[config.mk]
export PLATFORM = sky130hd
export DESIGN_NAME = cmpr_top
export DESIGN_NICKNAME = d
export VERILOG_FILES = /design/src/verilog/cmpr_pkg.sv /design/src/verilog/rd_fifo.sv /design/src/verilog/page_compressor.sv /design/src/verilog/cmpr_mngr.sv /design/src/verilog/cmpr_top.sv
export VERILOG_INCLUDE_DIRS = /design/src /design/src/verilog
export SDC_FILE = /design/constraint.sdc
export NUM_CORES = 2
export LEC_CHECK = 0
export BUFFER_PORTS_ARGS = -buffer_cell sky130_fd_sc_hd__buf_4
export CORE_UTILIZATION = 35
export CTS_CLUSTER_SIZE = 14
export DETAILED_ROUTE_END_ITERATION = 7
export MAX_ROUTING_LAYER = met4
export PLACE_DENSITY = 0.5
export SETUP_SLACK_MARGIN = 0.5
export SLEW_MARGIN = 15
export SYNTH_ARGS = -nofsm -noshare
export SYNTH_HDL_FRONTEND = slang
export SYNTH_HIERARCHICAL = 1
export SYNTH_SLANG_ARGS = --single-unit
[constraint.sdc]
create_clock -name clk_i -period 13.7 [get_ports clk_i]
set_input_delay 0.685 -clock clk_i [delete_from_list [all_inputs] [get_ports clk_i]]
set_output_delay 0.685 -clock clk_i [all_outputs]
set_load 0.05 [all_outputs]
[src/verilog/cmpr_macros.svh]
`ifndef CMPR_MACROS_SVH
`define CMPR_MACROS_SVH

// data path
`define CMPR_BEAT_W     64   // bits per read beat
`define CMPR_PAGE_BEATS 32   // single-beat reads per page
`define CMPR_PAGE_BYTES 256  // one way holds one page

// zspage layout
`define CMPR_ZS_OFFSET  16   // metadata bytes at the front of a zspage way
`define CMPR_HDR_BYTES  4    // header in front of every compressed page
`define CMPR_CLASSES    4    // under-construction table rows

// address fields
`define CMPR_WAY_W      20   // way number
`define CMPR_ADDR_W     32   // byte address
`define CMPR_ATT_W      10   // address translation entry id

// way number to byte address shift, page is a power of two
`define CMPR_WAY_SHIFT  $clog2(`CMPR_PAGE_BYTES)

`endif

[src/verilog/cmpr_pkg.sv]
`include "cmpr_macros.svh"

package cmpr_pkg;

    typedef logic [`CMPR_ADDR_W-1:0] addr_t;  // byte address
    typedef logic [`CMPR_WAY_W-1:0]  way_t;   // way number, base = way * page bytes
    typedef logic [`CMPR_ATT_W-1:0]  att_id_t;
    typedef logic [9:0]              csize_t; // compressed size in bytes
    typedef logic [1:0]              class_t; // size class index
    typedef logic [`CMPR_BEAT_W-1:0] beat_t;

    typedef enum logic [1:0] {
        uncomp  = 2'd0,
        ifl     = 2'd1,   // isolated free list, new zspage
        nullify = 2'd2    // page moved into an open zspage
    } list_t;

    typedef enum logic [3:0] {
        st_idle, st_peek_head, st_head_wait, st_decode, st_burst_read,
        st_comp_wait, st_class_lookup, st_page_write, st_tbl_update,
        st_done, st_error
    } mngr_state_t;

    // low bits of the head beat
    typedef struct packed {
        way_t    way;
        att_id_t att_id;
    } list_entry_t;

    typedef struct packed {
        addr_t addr;
    } rd_req_t;

    typedef struct packed {
        logic       rvalid;
        logic [1:0] rresp;  // nonzero means bus error
        beat_t      rdata;
    } rd_resp_t;

    typedef struct packed {
        logic   update;       // level, held until zspg_updated
        way_t   iway;         // zspage way
        addr_t  cpage_start;
        csize_t cpage_size;
        logic   new_zspage;
    } pg_wr_t;

    typedef struct packed {
        logic    tbl_update;  // level, held until tbl_update_done
        att_id_t att_id;
        addr_t   new_addr;    // byte address of the compressed page
        list_t   src_list;
        list_t   dst_list;
        class_t  size_class;
    } tbl_upd_t;

    // class = size * 4 / page bytes
    function automatic class_t get_class(csize_t size);
        logic [11:0] scaled;
        scaled = {size, 2'b00};
        return class_t'(scaled / `CMPR_PAGE_BYTES);
    endfunction

    function automatic addr_t way_base(way_t way);
        return addr_t'(way) << `CMPR_WAY_SHIFT;
    endfunction

endpackage

[src/verilog/rd_fifo.sv]
`timescale 1ns/1ns
`include "cmpr_macros.svh"

module rd_fifo (
    input  logic              clk_i,
    input  logic              rst_ni,
    input  logic              wr_en,
    input  cmpr_pkg::beat_t   wr_data,
    input  logic              rd_en,
    input  logic              ptr_rst,   // sync clear of pointers and count
    output cmpr_pkg::beat_t   rd_data,
    output logic              full,
    output logic              empty
);

    localparam int unsigned DEPTH = `CMPR_PAGE_BEATS;
    localparam int unsigned PTR_W = $clog2(DEPTH);
    localparam int unsigned CNT_W = $clog2(DEPTH + 1);

    cmpr_pkg::beat_t  mem [DEPTH];
    logic [PTR_W-1:0] wr_ptr_q, rd_ptr_q;
    logic [CNT_W-1:0] cnt_q;
    logic             do_wr, do_rd;

    assign full    = (cnt_q == CNT_W'(DEPTH));
    assign empty   = (cnt_q == '0);
    assign do_wr   = wr_en && !full;   // drop writes when full
    assign do_rd   = rd_en && !empty;
    assign rd_data = mem[rd_ptr_q];    // show-ahead read

    always_ff @(posedge clk_i or negedge rst_ni) begin
        if (!rst_ni) begin
            wr_ptr_q <= '0;
            rd_ptr_q <= '0;
            cnt_q    <= '0;
        end else if (ptr_rst) begin
            wr_ptr_q <= '0;
            rd_ptr_q <= '0;
            cnt_q    <= '0;
        end else begin
            if (do_wr) wr_ptr_q <= (wr_ptr_q == PTR_W'(DEPTH - 1)) ? '0 : wr_ptr_q + 1'b1;
            if (do_rd) rd_ptr_q <= (rd_ptr_q == PTR_W'(DEPTH - 1)) ? '0 : rd_ptr_q + 1'b1;
            if (do_wr && !do_rd) cnt_q <= cnt_q + 1'b1;
            else if (do_rd && !do_wr) cnt_q <= cnt_q - 1'b1;
        end
    end

    always_ff @(posedge clk_i) begin
        if (do_wr) mem[wr_ptr_q] <= wr_data;
    end

endmodule

[src/verilog/page_compressor.sv]
`timescale 1ns/1ns
`include "cmpr_macros.svh"

module page_compressor (
    input  logic             clk_i,
    input  logic             rst_ni,
    input  logic             start,     // one-cycle, FIFO holds a full page
    input  logic             empty,
    input  cmpr_pkg::beat_t  rd_data,
    output logic             rd_en,
    output logic             done,
    output cmpr_pkg::csize_t size
);

    localparam int unsigned CNT_W = $clog2(`CMPR_PAGE_BEATS + 1);

    typedef enum logic {
        cs_idle,
        cs_drain
    } comp_state_t;

    comp_state_t      st_q;
    logic [CNT_W-1:0] nz_cnt_q;   // nonzero beats seen so far

    // zero-word elimination
    // a zero beat costs nothing, a nonzero beat is stored whole,
    // and the header carries the presence bitmap
    assign rd_en = (st_q == cs_drain) && !empty;
    assign done  = (st_q == cs_drain) && empty;   // one cycle, state leaves drain
    assign size  = cmpr_pkg::csize_t'(`CMPR_HDR_BYTES)
                 + (cmpr_pkg::csize_t'(nz_cnt_q) << $clog2(`CMPR_BEAT_W / 8));

    always_ff @(posedge clk_i or negedge rst_ni) begin
        if (!rst_ni) begin
            st_q     <= cs_idle;
            nz_cnt_q <= '0;
        end else begin
            case (st_q)
                cs_idle: begin
                    if (start) begin
                        nz_cnt_q <= '0;   // new page
                        st_q     <= cs_drain;
                    end
                end
                cs_drain: begin
                    if (rd_en && (rd_data != '0)) nz_cnt_q <= nz_cnt_q + 1'b1;
                    if (empty) st_q <= cs_idle;   // size reported this cycle
                end
                default: st_q <= cs_idle;
            endcase
        end
    end

endmodule

[src/verilog/cmpr_mngr.sv]
`timescale 1ns/1ns
`include "cmpr_macros.svh"

module cmpr_mngr (
    input  logic               clk_i,
    input  logic               rst_ni,
    input  logic               trigger,
    input  cmpr_pkg::addr_t    list_head_addr,
    input  logic               arready,
    input  cmpr_pkg::rd_resp_t rd_resp,
    input  logic               fifo_full,
    input  logic               comp_done,
    input  cmpr_pkg::csize_t   comp_size,
    input  logic               pg_wr_ready,
    input  logic               zspg_updated,
    input  logic               tbl_update_done,
    output cmpr_pkg::rd_req_t  rd_req,
    output logic               arvalid,
    output logic               burst_active,
    output logic               fifo_rst,
    output logic               comp_start,
    output cmpr_pkg::pg_wr_t   pg_wr,
    output cmpr_pkg::tbl_upd_t tbl_upd,
    output logic               cmpr_done,
    output cmpr_pkg::way_t     free_way,
    output logic               cmpr_error
);

    localparam int unsigned BCNT_W  = $clog2(`CMPR_PAGE_BEATS + 1);
    localparam int unsigned ENTRY_W = $bits(cmpr_pkg::list_entry_t);

    // control
    cmpr_pkg::mngr_state_t    st_q;
    logic                     pending_q;   // one read in flight
    logic [BCNT_W-1:0]        burst_cnt_q; // beats requested
    logic                     pg_upd_q;
    logic                     tbl_upd_q;
    logic [`CMPR_CLASSES-1:0] uc_valid_q;  // open zspage per class

    // payload
    cmpr_pkg::addr_t          rd_addr_q;
    logic [ENTRY_W-1:0]       head_raw_q;
    cmpr_pkg::list_entry_t    entry_q;
    cmpr_pkg::csize_t         csize_q;
    cmpr_pkg::class_t         cls_q;
    cmpr_pkg::way_t           pw_iway_q;
    cmpr_pkg::addr_t          pw_start_q;
    logic                     pw_new_q;
    cmpr_pkg::list_t          dst_q;
    cmpr_pkg::way_t           uc_way_q    [`CMPR_CLASSES];
    cmpr_pkg::addr_t          uc_cursor_q [`CMPR_CLASSES];  // next free byte in the open way

    logic                     rd_issue;
    logic                     rd_err;
    cmpr_pkg::addr_t          beat_addr;
    cmpr_pkg::class_t         lk_cls;
    cmpr_pkg::addr_t          lk_end;
    cmpr_pkg::addr_t          new_start;
    logic                     lk_fits;
    logic                     lk_too_big;

    assign rd_issue  = arready && !arvalid && !pending_q;
    assign rd_err    = rd_resp.rvalid && (rd_resp.rresp != '0);
    assign beat_addr = cmpr_pkg::way_base(entry_q.way)
                     + (cmpr_pkg::addr_t'(burst_cnt_q) << $clog2(`CMPR_BEAT_W / 8));

    // class lookup, all from the registered size
    assign lk_cls     = cmpr_pkg::get_class(csize_q);
    assign lk_end     = cmpr_pkg::way_base(uc_way_q[lk_cls]) + `CMPR_PAGE_BYTES;
    assign lk_fits    = uc_valid_q[lk_cls]
                     && (uc_cursor_q[lk_cls] + cmpr_pkg::addr_t'(csize_q) <= lk_end);
    assign lk_too_big = (11'(csize_q) + 11'(`CMPR_ZS_OFFSET)) >= 11'(`CMPR_PAGE_BYTES);
    assign new_start  = cmpr_pkg::way_base(entry_q.way) + `CMPR_ZS_OFFSET;  // past metadata

    assign rd_req       = '{addr: rd_addr_q};
    assign burst_active = (st_q == cmpr_pkg::st_burst_read);
    assign comp_start   = burst_active && fifo_full;    // pulse, state moves on
    assign cmpr_done    = (st_q == cmpr_pkg::st_done);
    assign free_way     = entry_q.way;                  // the joined page's own way
    assign cmpr_error   = (st_q == cmpr_pkg::st_error);

    assign pg_wr = '{update:      pg_upd_q,
                     iway:        pw_iway_q,
                     cpage_start: pw_start_q,
                     cpage_size:  csize_q,
                     new_zspage:  pw_new_q};

    assign tbl_upd = '{tbl_update: tbl_upd_q,
                       att_id:     entry_q.att_id,
                       new_addr:   pw_start_q,
                       src_list:   cmpr_pkg::uncomp,
                       dst_list:   dst_q,
                       size_class: cls_q};

    always_ff @(posedge clk_i or negedge rst_ni) begin
        if (!rst_ni) begin
            st_q        <= cmpr_pkg::st_idle;
            arvalid     <= 1'b0;
            pending_q   <= 1'b0;
            burst_cnt_q <= '0;
            fifo_rst    <= 1'b0;
            pg_upd_q    <= 1'b0;
            tbl_upd_q   <= 1'b0;
            uc_valid_q  <= '0;    // table empty
        end else begin
            arvalid  <= 1'b0;     // single-cycle pulses
            fifo_rst <= 1'b0;
            if (rd_resp.rvalid) pending_q <= 1'b0;
            case (st_q)
                cmpr_pkg::st_idle: begin
                    if (trigger) st_q <= cmpr_pkg::st_peek_head;
                end
                cmpr_pkg::st_peek_head: begin
                    if (rd_issue) begin   // read head entry of the uncompressed list
                        arvalid   <= 1'b1;
                        pending_q <= 1'b1;
                        st_q      <= cmpr_pkg::st_head_wait;
                    end
                end
                cmpr_pkg::st_head_wait: begin
                    if (rd_resp.rvalid) begin
                        st_q <= rd_err ? cmpr_pkg::st_error : cmpr_pkg::st_decode;
                    end
                end
                cmpr_pkg::st_decode: begin
                    burst_cnt_q <= '0;
                    st_q        <= cmpr_pkg::st_burst_read;
                end
                cmpr_pkg::st_burst_read: begin
                    if (rd_err) begin
                        st_q <= cmpr_pkg::st_error;
                    end else if (fifo_full) begin
                        st_q <= cmpr_pkg::st_comp_wait;       // comp_start goes out now
                    end else if (rd_issue && (burst_cnt_q < BCNT_W'(`CMPR_PAGE_BEATS))) begin
                        arvalid     <= 1'b1;
                        pending_q   <= 1'b1;
                        burst_cnt_q <= burst_cnt_q + 1'b1;
                    end
                end
                cmpr_pkg::st_comp_wait: begin
                    if (comp_done) begin
                        fifo_rst <= 1'b1;
                        st_q     <= cmpr_pkg::st_class_lookup;
                    end
                end
                cmpr_pkg::st_class_lookup: begin
                    if (lk_too_big) begin
                        st_q <= cmpr_pkg::st_error;         // no room even in an empty way
                    end else begin
                        if (!lk_fits) uc_valid_q[lk_cls] <= 1'b1;   // open a new zspage
                        st_q <= cmpr_pkg::st_page_write;
                    end
                end
                cmpr_pkg::st_page_write: begin
                    if (zspg_updated) begin
                        pg_upd_q <= 1'b0;
                        st_q     <= cmpr_pkg::st_tbl_update;
                    end else if (pg_wr_ready) begin
                        pg_upd_q <= 1'b1;                   // held once raised
                    end
                end
                cmpr_pkg::st_tbl_update: begin
                    if (tbl_update_done) begin
                        tbl_upd_q <= 1'b0;
                        // a joined page frees its way, a new zspage takes the next entry
                        st_q <= (dst_q == cmpr_pkg::nullify) ? cmpr_pkg::st_done
                                                             : cmpr_pkg::st_peek_head;
                    end else if (pg_wr_ready) begin
                        tbl_upd_q <= 1'b1;
                    end
                end
                cmpr_pkg::st_done:  st_q <= cmpr_pkg::st_idle;
                cmpr_pkg::st_error: st_q <= cmpr_pkg::st_error;   // sticky
                default:            st_q <= cmpr_pkg::st_idle;
            endcase
        end
    end

    always_ff @(posedge clk_i) begin
        case (st_q)
            cmpr_pkg::st_peek_head: begin
                if (rd_issue) rd_addr_q <= list_head_addr;
            end
            cmpr_pkg::st_head_wait: begin
                if (rd_resp.rvalid) head_raw_q <= rd_resp.rdata[ENTRY_W-1:0];
            end
            cmpr_pkg::st_decode: entry_q <= cmpr_pkg::list_entry_t'(head_raw_q);
            cmpr_pkg::st_burst_read: begin
                if (rd_issue) rd_addr_q <= beat_addr;
            end
            cmpr_pkg::st_comp_wait: begin
                if (comp_done) csize_q <= comp_size;
            end
            cmpr_pkg::st_class_lookup: begin
                cls_q <= lk_cls;
                if (lk_fits) begin                        // join at the cursor
                    pw_iway_q           <= uc_way_q[lk_cls];
                    pw_start_q          <= uc_cursor_q[lk_cls];
                    pw_new_q            <= 1'b0;
                    dst_q               <= cmpr_pkg::nullify;
                    uc_cursor_q[lk_cls] <= uc_cursor_q[lk_cls] + cmpr_pkg::addr_t'(csize_q);
                end else if (!lk_too_big) begin           // own way becomes the zspage
                    pw_iway_q           <= entry_q.way;
                    pw_start_q          <= new_start;
                    pw_new_q            <= 1'b1;
                    dst_q               <= cmpr_pkg::ifl;
                    uc_way_q[lk_cls]    <= entry_q.way;
                    uc_cursor_q[lk_cls] <= new_start + cmpr_pkg::addr_t'(csize_q);
                end
            end
            default: ;
        endcase
    end

endmodule

[src/verilog/cmpr_top.sv]
`timescale 1ns/1ns

module cmpr_top (
    input  logic               clk_i,
    input  logic               rst_ni,
    input  logic               trigger,
    input  cmpr_pkg::addr_t    list_head_addr,
    input  logic               arready,
    input  cmpr_pkg::rd_resp_t rd_resp,
    output cmpr_pkg::rd_req_t  rd_req,
    output logic               arvalid,
    input  logic               pg_wr_ready,
    input  logic               zspg_updated,
    output cmpr_pkg::pg_wr_t   pg_wr,
    input  logic               tbl_update_done,
    output cmpr_pkg::tbl_upd_t tbl_upd,
    output logic               cmpr_done,
    output cmpr_pkg::way_t     free_way,
    output logic               cmpr_error
);

    logic             burst_active, fifo_rst, fifo_wr_en, fifo_rd_en;
    logic             fifo_full, fifo_empty;
    logic             comp_start, comp_done;
    cmpr_pkg::beat_t  fifo_rd_data;
    cmpr_pkg::csize_t comp_size;

    assign fifo_wr_en = burst_active && rd_resp.rvalid;  // head reads stay out of the FIFO

    cmpr_mngr i_mngr (
        .clk_i, .rst_ni, .trigger, .list_head_addr, .arready, .rd_resp,
        .fifo_full, .comp_done, .comp_size, .pg_wr_ready, .zspg_updated,
        .tbl_update_done, .rd_req, .arvalid, .burst_active, .fifo_rst,
        .comp_start, .pg_wr, .tbl_upd, .cmpr_done, .free_way, .cmpr_error
    );

    rd_fifo i_fifo (
        .clk_i, .rst_ni,
        .wr_en   (fifo_wr_en),
        .wr_data (rd_resp.rdata),
        .rd_en   (fifo_rd_en),
        .ptr_rst (fifo_rst),
        .rd_data (fifo_rd_data),
        .full    (fifo_full),
        .empty   (fifo_empty)
    );

    page_compressor i_comp (
        .clk_i, .rst_ni,
        .start   (comp_start),
        .empty   (fifo_empty),
        .rd_data (fifo_rd_data),
        .rd_en   (fifo_rd_en),
        .done    (comp_done),
        .size    (comp_size)
    );

endmodule

==> results.tsv <==
metric	value	unit
crit_fanout	55	
ff_latch_area	0.07360	mm2
die_w	527.7	um
cts_buffers	277	
endpoint_kind	flop	
final_layout_size_suffix_gt1_share	32.98	%
wl_per_cell	29.15	um
peakVddDrop	0.0001142	V
cts_sinks	2458	
syn_area	0.09672	mm2
start_util	35.29	%
fin_crit_sh	58.55	%
reg2reg_depth	24	
drv_slew	0	
fin_tns_setup	0	ns
place.gp.congestion	0.8212	
multi_input_area	0.02208	mm2
async_flop_share	1.709	%
cp_top_family	buffers and inverters	
post_synth.cell_area_avg	22.31	um2
viasPerCell	5.292	
h-tree-depth	5	
setup_violations	0	
whs_path_depth	2	
ys_types	71	
ys_ff_latch	2458	
max_freq	124.7	MHz
finalWirelength	252400	um
cp-start-kind	flop	
crit_top_cell	buf_4	
die_h	527.7	um
required	14.12	ns
max_stage_delay	0.63	ns
synth_edf_count	2414	
cts_tree	built	
rsz0062_at_grt	false	
crit_chain	buf_4 -> mux4_2 -> ha_1 -> inv_1 -> fa_1 -> nor2b_1 -> o2111ai_1 -> a21oi_1 -> o21a_1 -> and2_1 -> nand3_1 -> xnor2_1 -> ha_1 -> nand4_1 -> nor4_1 -> o2111ai_1 -> a2111oi_0 -> o211a_2 -> buf_4 -> inv_4 -> a21oi_4 -> buf_4 -> nor3b_2 -> buf_4	
grt_pass1_wl	359300	um
status	finished clean	
dr.pass1.iters	8	
yosysWarningCount	6	
ant_nets	0	
antenna_found_initial	23	
rows	192	
grt_usage	18.56	%
vias	45810	
post-dp-hpwl	134400	um
route.detailed.drc	0	
path_buf_inv	6	
finalNetCount	4920	
crit_cells	24	
path_class	reg2reg	
cts-root-buf	clkbuf_16	
hp-class	in2reg	
postSynthCellCount	4336	
synth_seq_area_share	76.07	%
slew-limit-headroom	23.02	%
clk_latency	0.86	ns
slowest_stage	buf_4	
synth_top_flop_cell	edfxtp_1	
io_pins	274	
grt_max_degree	108	
skew	0.07057	ns
port_buffers	271	
leakage	34.90	nW
final_hold_viol_count	0	
powerDensity	163.5	mW/mm2
worstMarginPinSlew	1.144	ns
grt_pass1_vias	47217	
overflow	0	
hold_ws	0.08832	ns
syn_to_final_growth	15.96	%
die_area	0.2785	mm2
fin_crit	8.021	ns
drt_iter0_drc	4238	
nFillCells	23964	
clkTransAtPathRegs	0.06	ns
cts.path.max_buffers	4	
drv_cap	0	
crit_arrival	8.45	ns
core	0.2741	mm2
==> timing repair <==
action | in CTS | in global routing
hold buffers | 1 | 0
setup buffers | 0 | 0
endpoints found under the hold margin | 42 | 0
gates resized for setup | 0 | 0
endpoints found under the setup margin | 0 | 0
==> report_power, final <==
group / switching [mW] / internal [mW]
sequential: 0.156 / 8.41
combinational: 1.36 / 1.27
clock: 2.96 / 4.18
total: 4.47 / 13.9
==> sequential cells by signal (all words and copies together) (netlist names), 4 cells and up, named ones only <==
register and count:
i_mngr/pw_start_q 32, i_fifo/cnt_q 6, i_mngr/head_raw_q 30, i_comp/nz_cnt_q 6, i_fifo/wr_ptr_q 5, i_mngr/uc_valid_q 4
i_mngr/uc_cursor_q 128, i_mngr/burst_cnt_q 6, i_mngr/csize_q 10, i_mngr/free_way 20, i_fifo/rd_ptr_q 5, i_mngr/uc_way_q 80
i_fifo/mem 2048, i_mngr/st_q 4, i_mngr/tbl_upd 10, i_mngr/pw_iway_q 20, i_mngr/rd_req 32
==> cells in the mapped netlist, types with 22 or more instances <==
master	number	area, um2
a21oi_1	52	260.3
buf_4	47	352.8
buf_1	34	127.6
nand2_1	145	544.3
nor2_1	119	446.7
xor2_1	46	402.9
edfxtp_1	2414	72490
clkbuf_1	103	386.6
mux4_2	692	15580
nor3_1	26	130.1
xnor2_1	44	385.4
inv_1	36	135.1
ha_1	51	638.1
nand4_1	22	137.6
and2_1	22	137.6
dfrtp_1	42	1051
buf_2	60	300.3
mux2_2	86	968.4
nand3_1	44	220.2
o21ai_0	24	120.1
==> through the flow <==
stage	setup slack (ns)	utilization, %	area [um2]	std cells	total power [mW]
finish	5.679	40.92	112200	8657	18.34
global route	5.000	40.92	112200	8657	18.99
CTS	5.637	40.90	112100	8647	18.58
detailed placement	5.688	37.75	103500	8167	11.42
global placement	5.753	37.73	103400	8164	11.41
floorplan	2.624	-	96730	4339	10.62
==> worst register-to-register path: stages, from the launching register on <==
cell       delay [ns]
dfxtp_2          0.31
buf_4            0.63
mux4_2           0.39
ha_1             0.18
inv_1            0.06
fa_1             0.40
nor2b_1          0.17
o2111ai_1        0.15
a21oi_1          0.32
o21a_1           0.38
and2_1           0.25
nand3_1          0.11
xnor2_1          0.16
ha_1             0.33
nand4_1          0.16
nor4_1           0.50
o2111ai_1        0.19
a2111oi_0        0.34
o211a_2          0.22
buf_4            0.47
inv_4            0.33
a21oi_4          0.21
buf_4            0.57
nor3b_2          0.29
buf_4            0.47
==> layer usage <==
metal	wire, um	track usage, %	vias to the layer above
met4	5613	4.352	0
met3	13600	2.519	385
met5	0	-	-
met2	122600	29.62	1481
met1	110600	25.29	24915
li1	-	-	19029
==> placed cells by master (no fill, tap or decap), types with 7 or more instances in the layout <==
cell and n:
edfxtp_1 2414, mux4_2 692, buf_4 388, clkbuf_16 285, nand2_1 145, mux2_2 86, nor2_1 84, clkinv_1 55
clkbuf_1 52, ha_1 51, a21oi_1 51, xor2_1 46, nand3_1 44, xnor2_1 44, clkinv_2 40, dfrtp_1 37
inv_1 35, nor2_4 34, nor3_1 25, o21ai_0 24, and2_1 22, nand4_1 22, bufinv_16 19, and3_1 18
mux2_4 18, nor2b_1 17, nor4_1 16, mux2i_1 13, nand2b_1 12, diode_2 10, inv_6 10, o21a_1 8
a21o_1 8, clkinv_8 7, nand3b_1 7, a31oi_1 7
==> cell families after synthesis <==
group	Yosys count	share of synthesized area, %
DFF	2458	76.07
muxes	810	17.54
and+or+nand+nor	489	2.463
buffers and inverters	290	1.462
AOI/OAI and AO/OA	143	0.9327
xor gates and xnor gates	90	0.8150
adders and majority gates	53	0.7011
other	3	0.01164
==> final cells by class <==
type                       count  area share (%)
clock inverter               140           1.135
multi-input combinational   1591           19.68
tap                         3686           4.112
clock buffer                 339           6.557
inverter                      37          0.1261
sequential                  2458           65.63
antenna                       10         0.02231
timing repair buffer         396           2.738
==> final timing paths <==
kind | from | end | slack [ns]
max | flop | i_mngr/uc_cursor_q[0][3] | 5.68
min | tbl_update_done | i_mngr/tbl_upd_q | 0.09
max reg2reg | flop | i_mngr/uc_cursor_q[0][3] | 5.68
min reg2reg | i_mngr/head_raw_q[17] | i_mngr/free_way[7] | 0.41
max in group asynchronous | rst_ni | i_fifo/rd_ptr_q[1] | 12.76
min in group asynchronous | rst_ni | i_mngr/burst_cnt_q[3] | 0.45
Power figures use the tool's default switching activity.
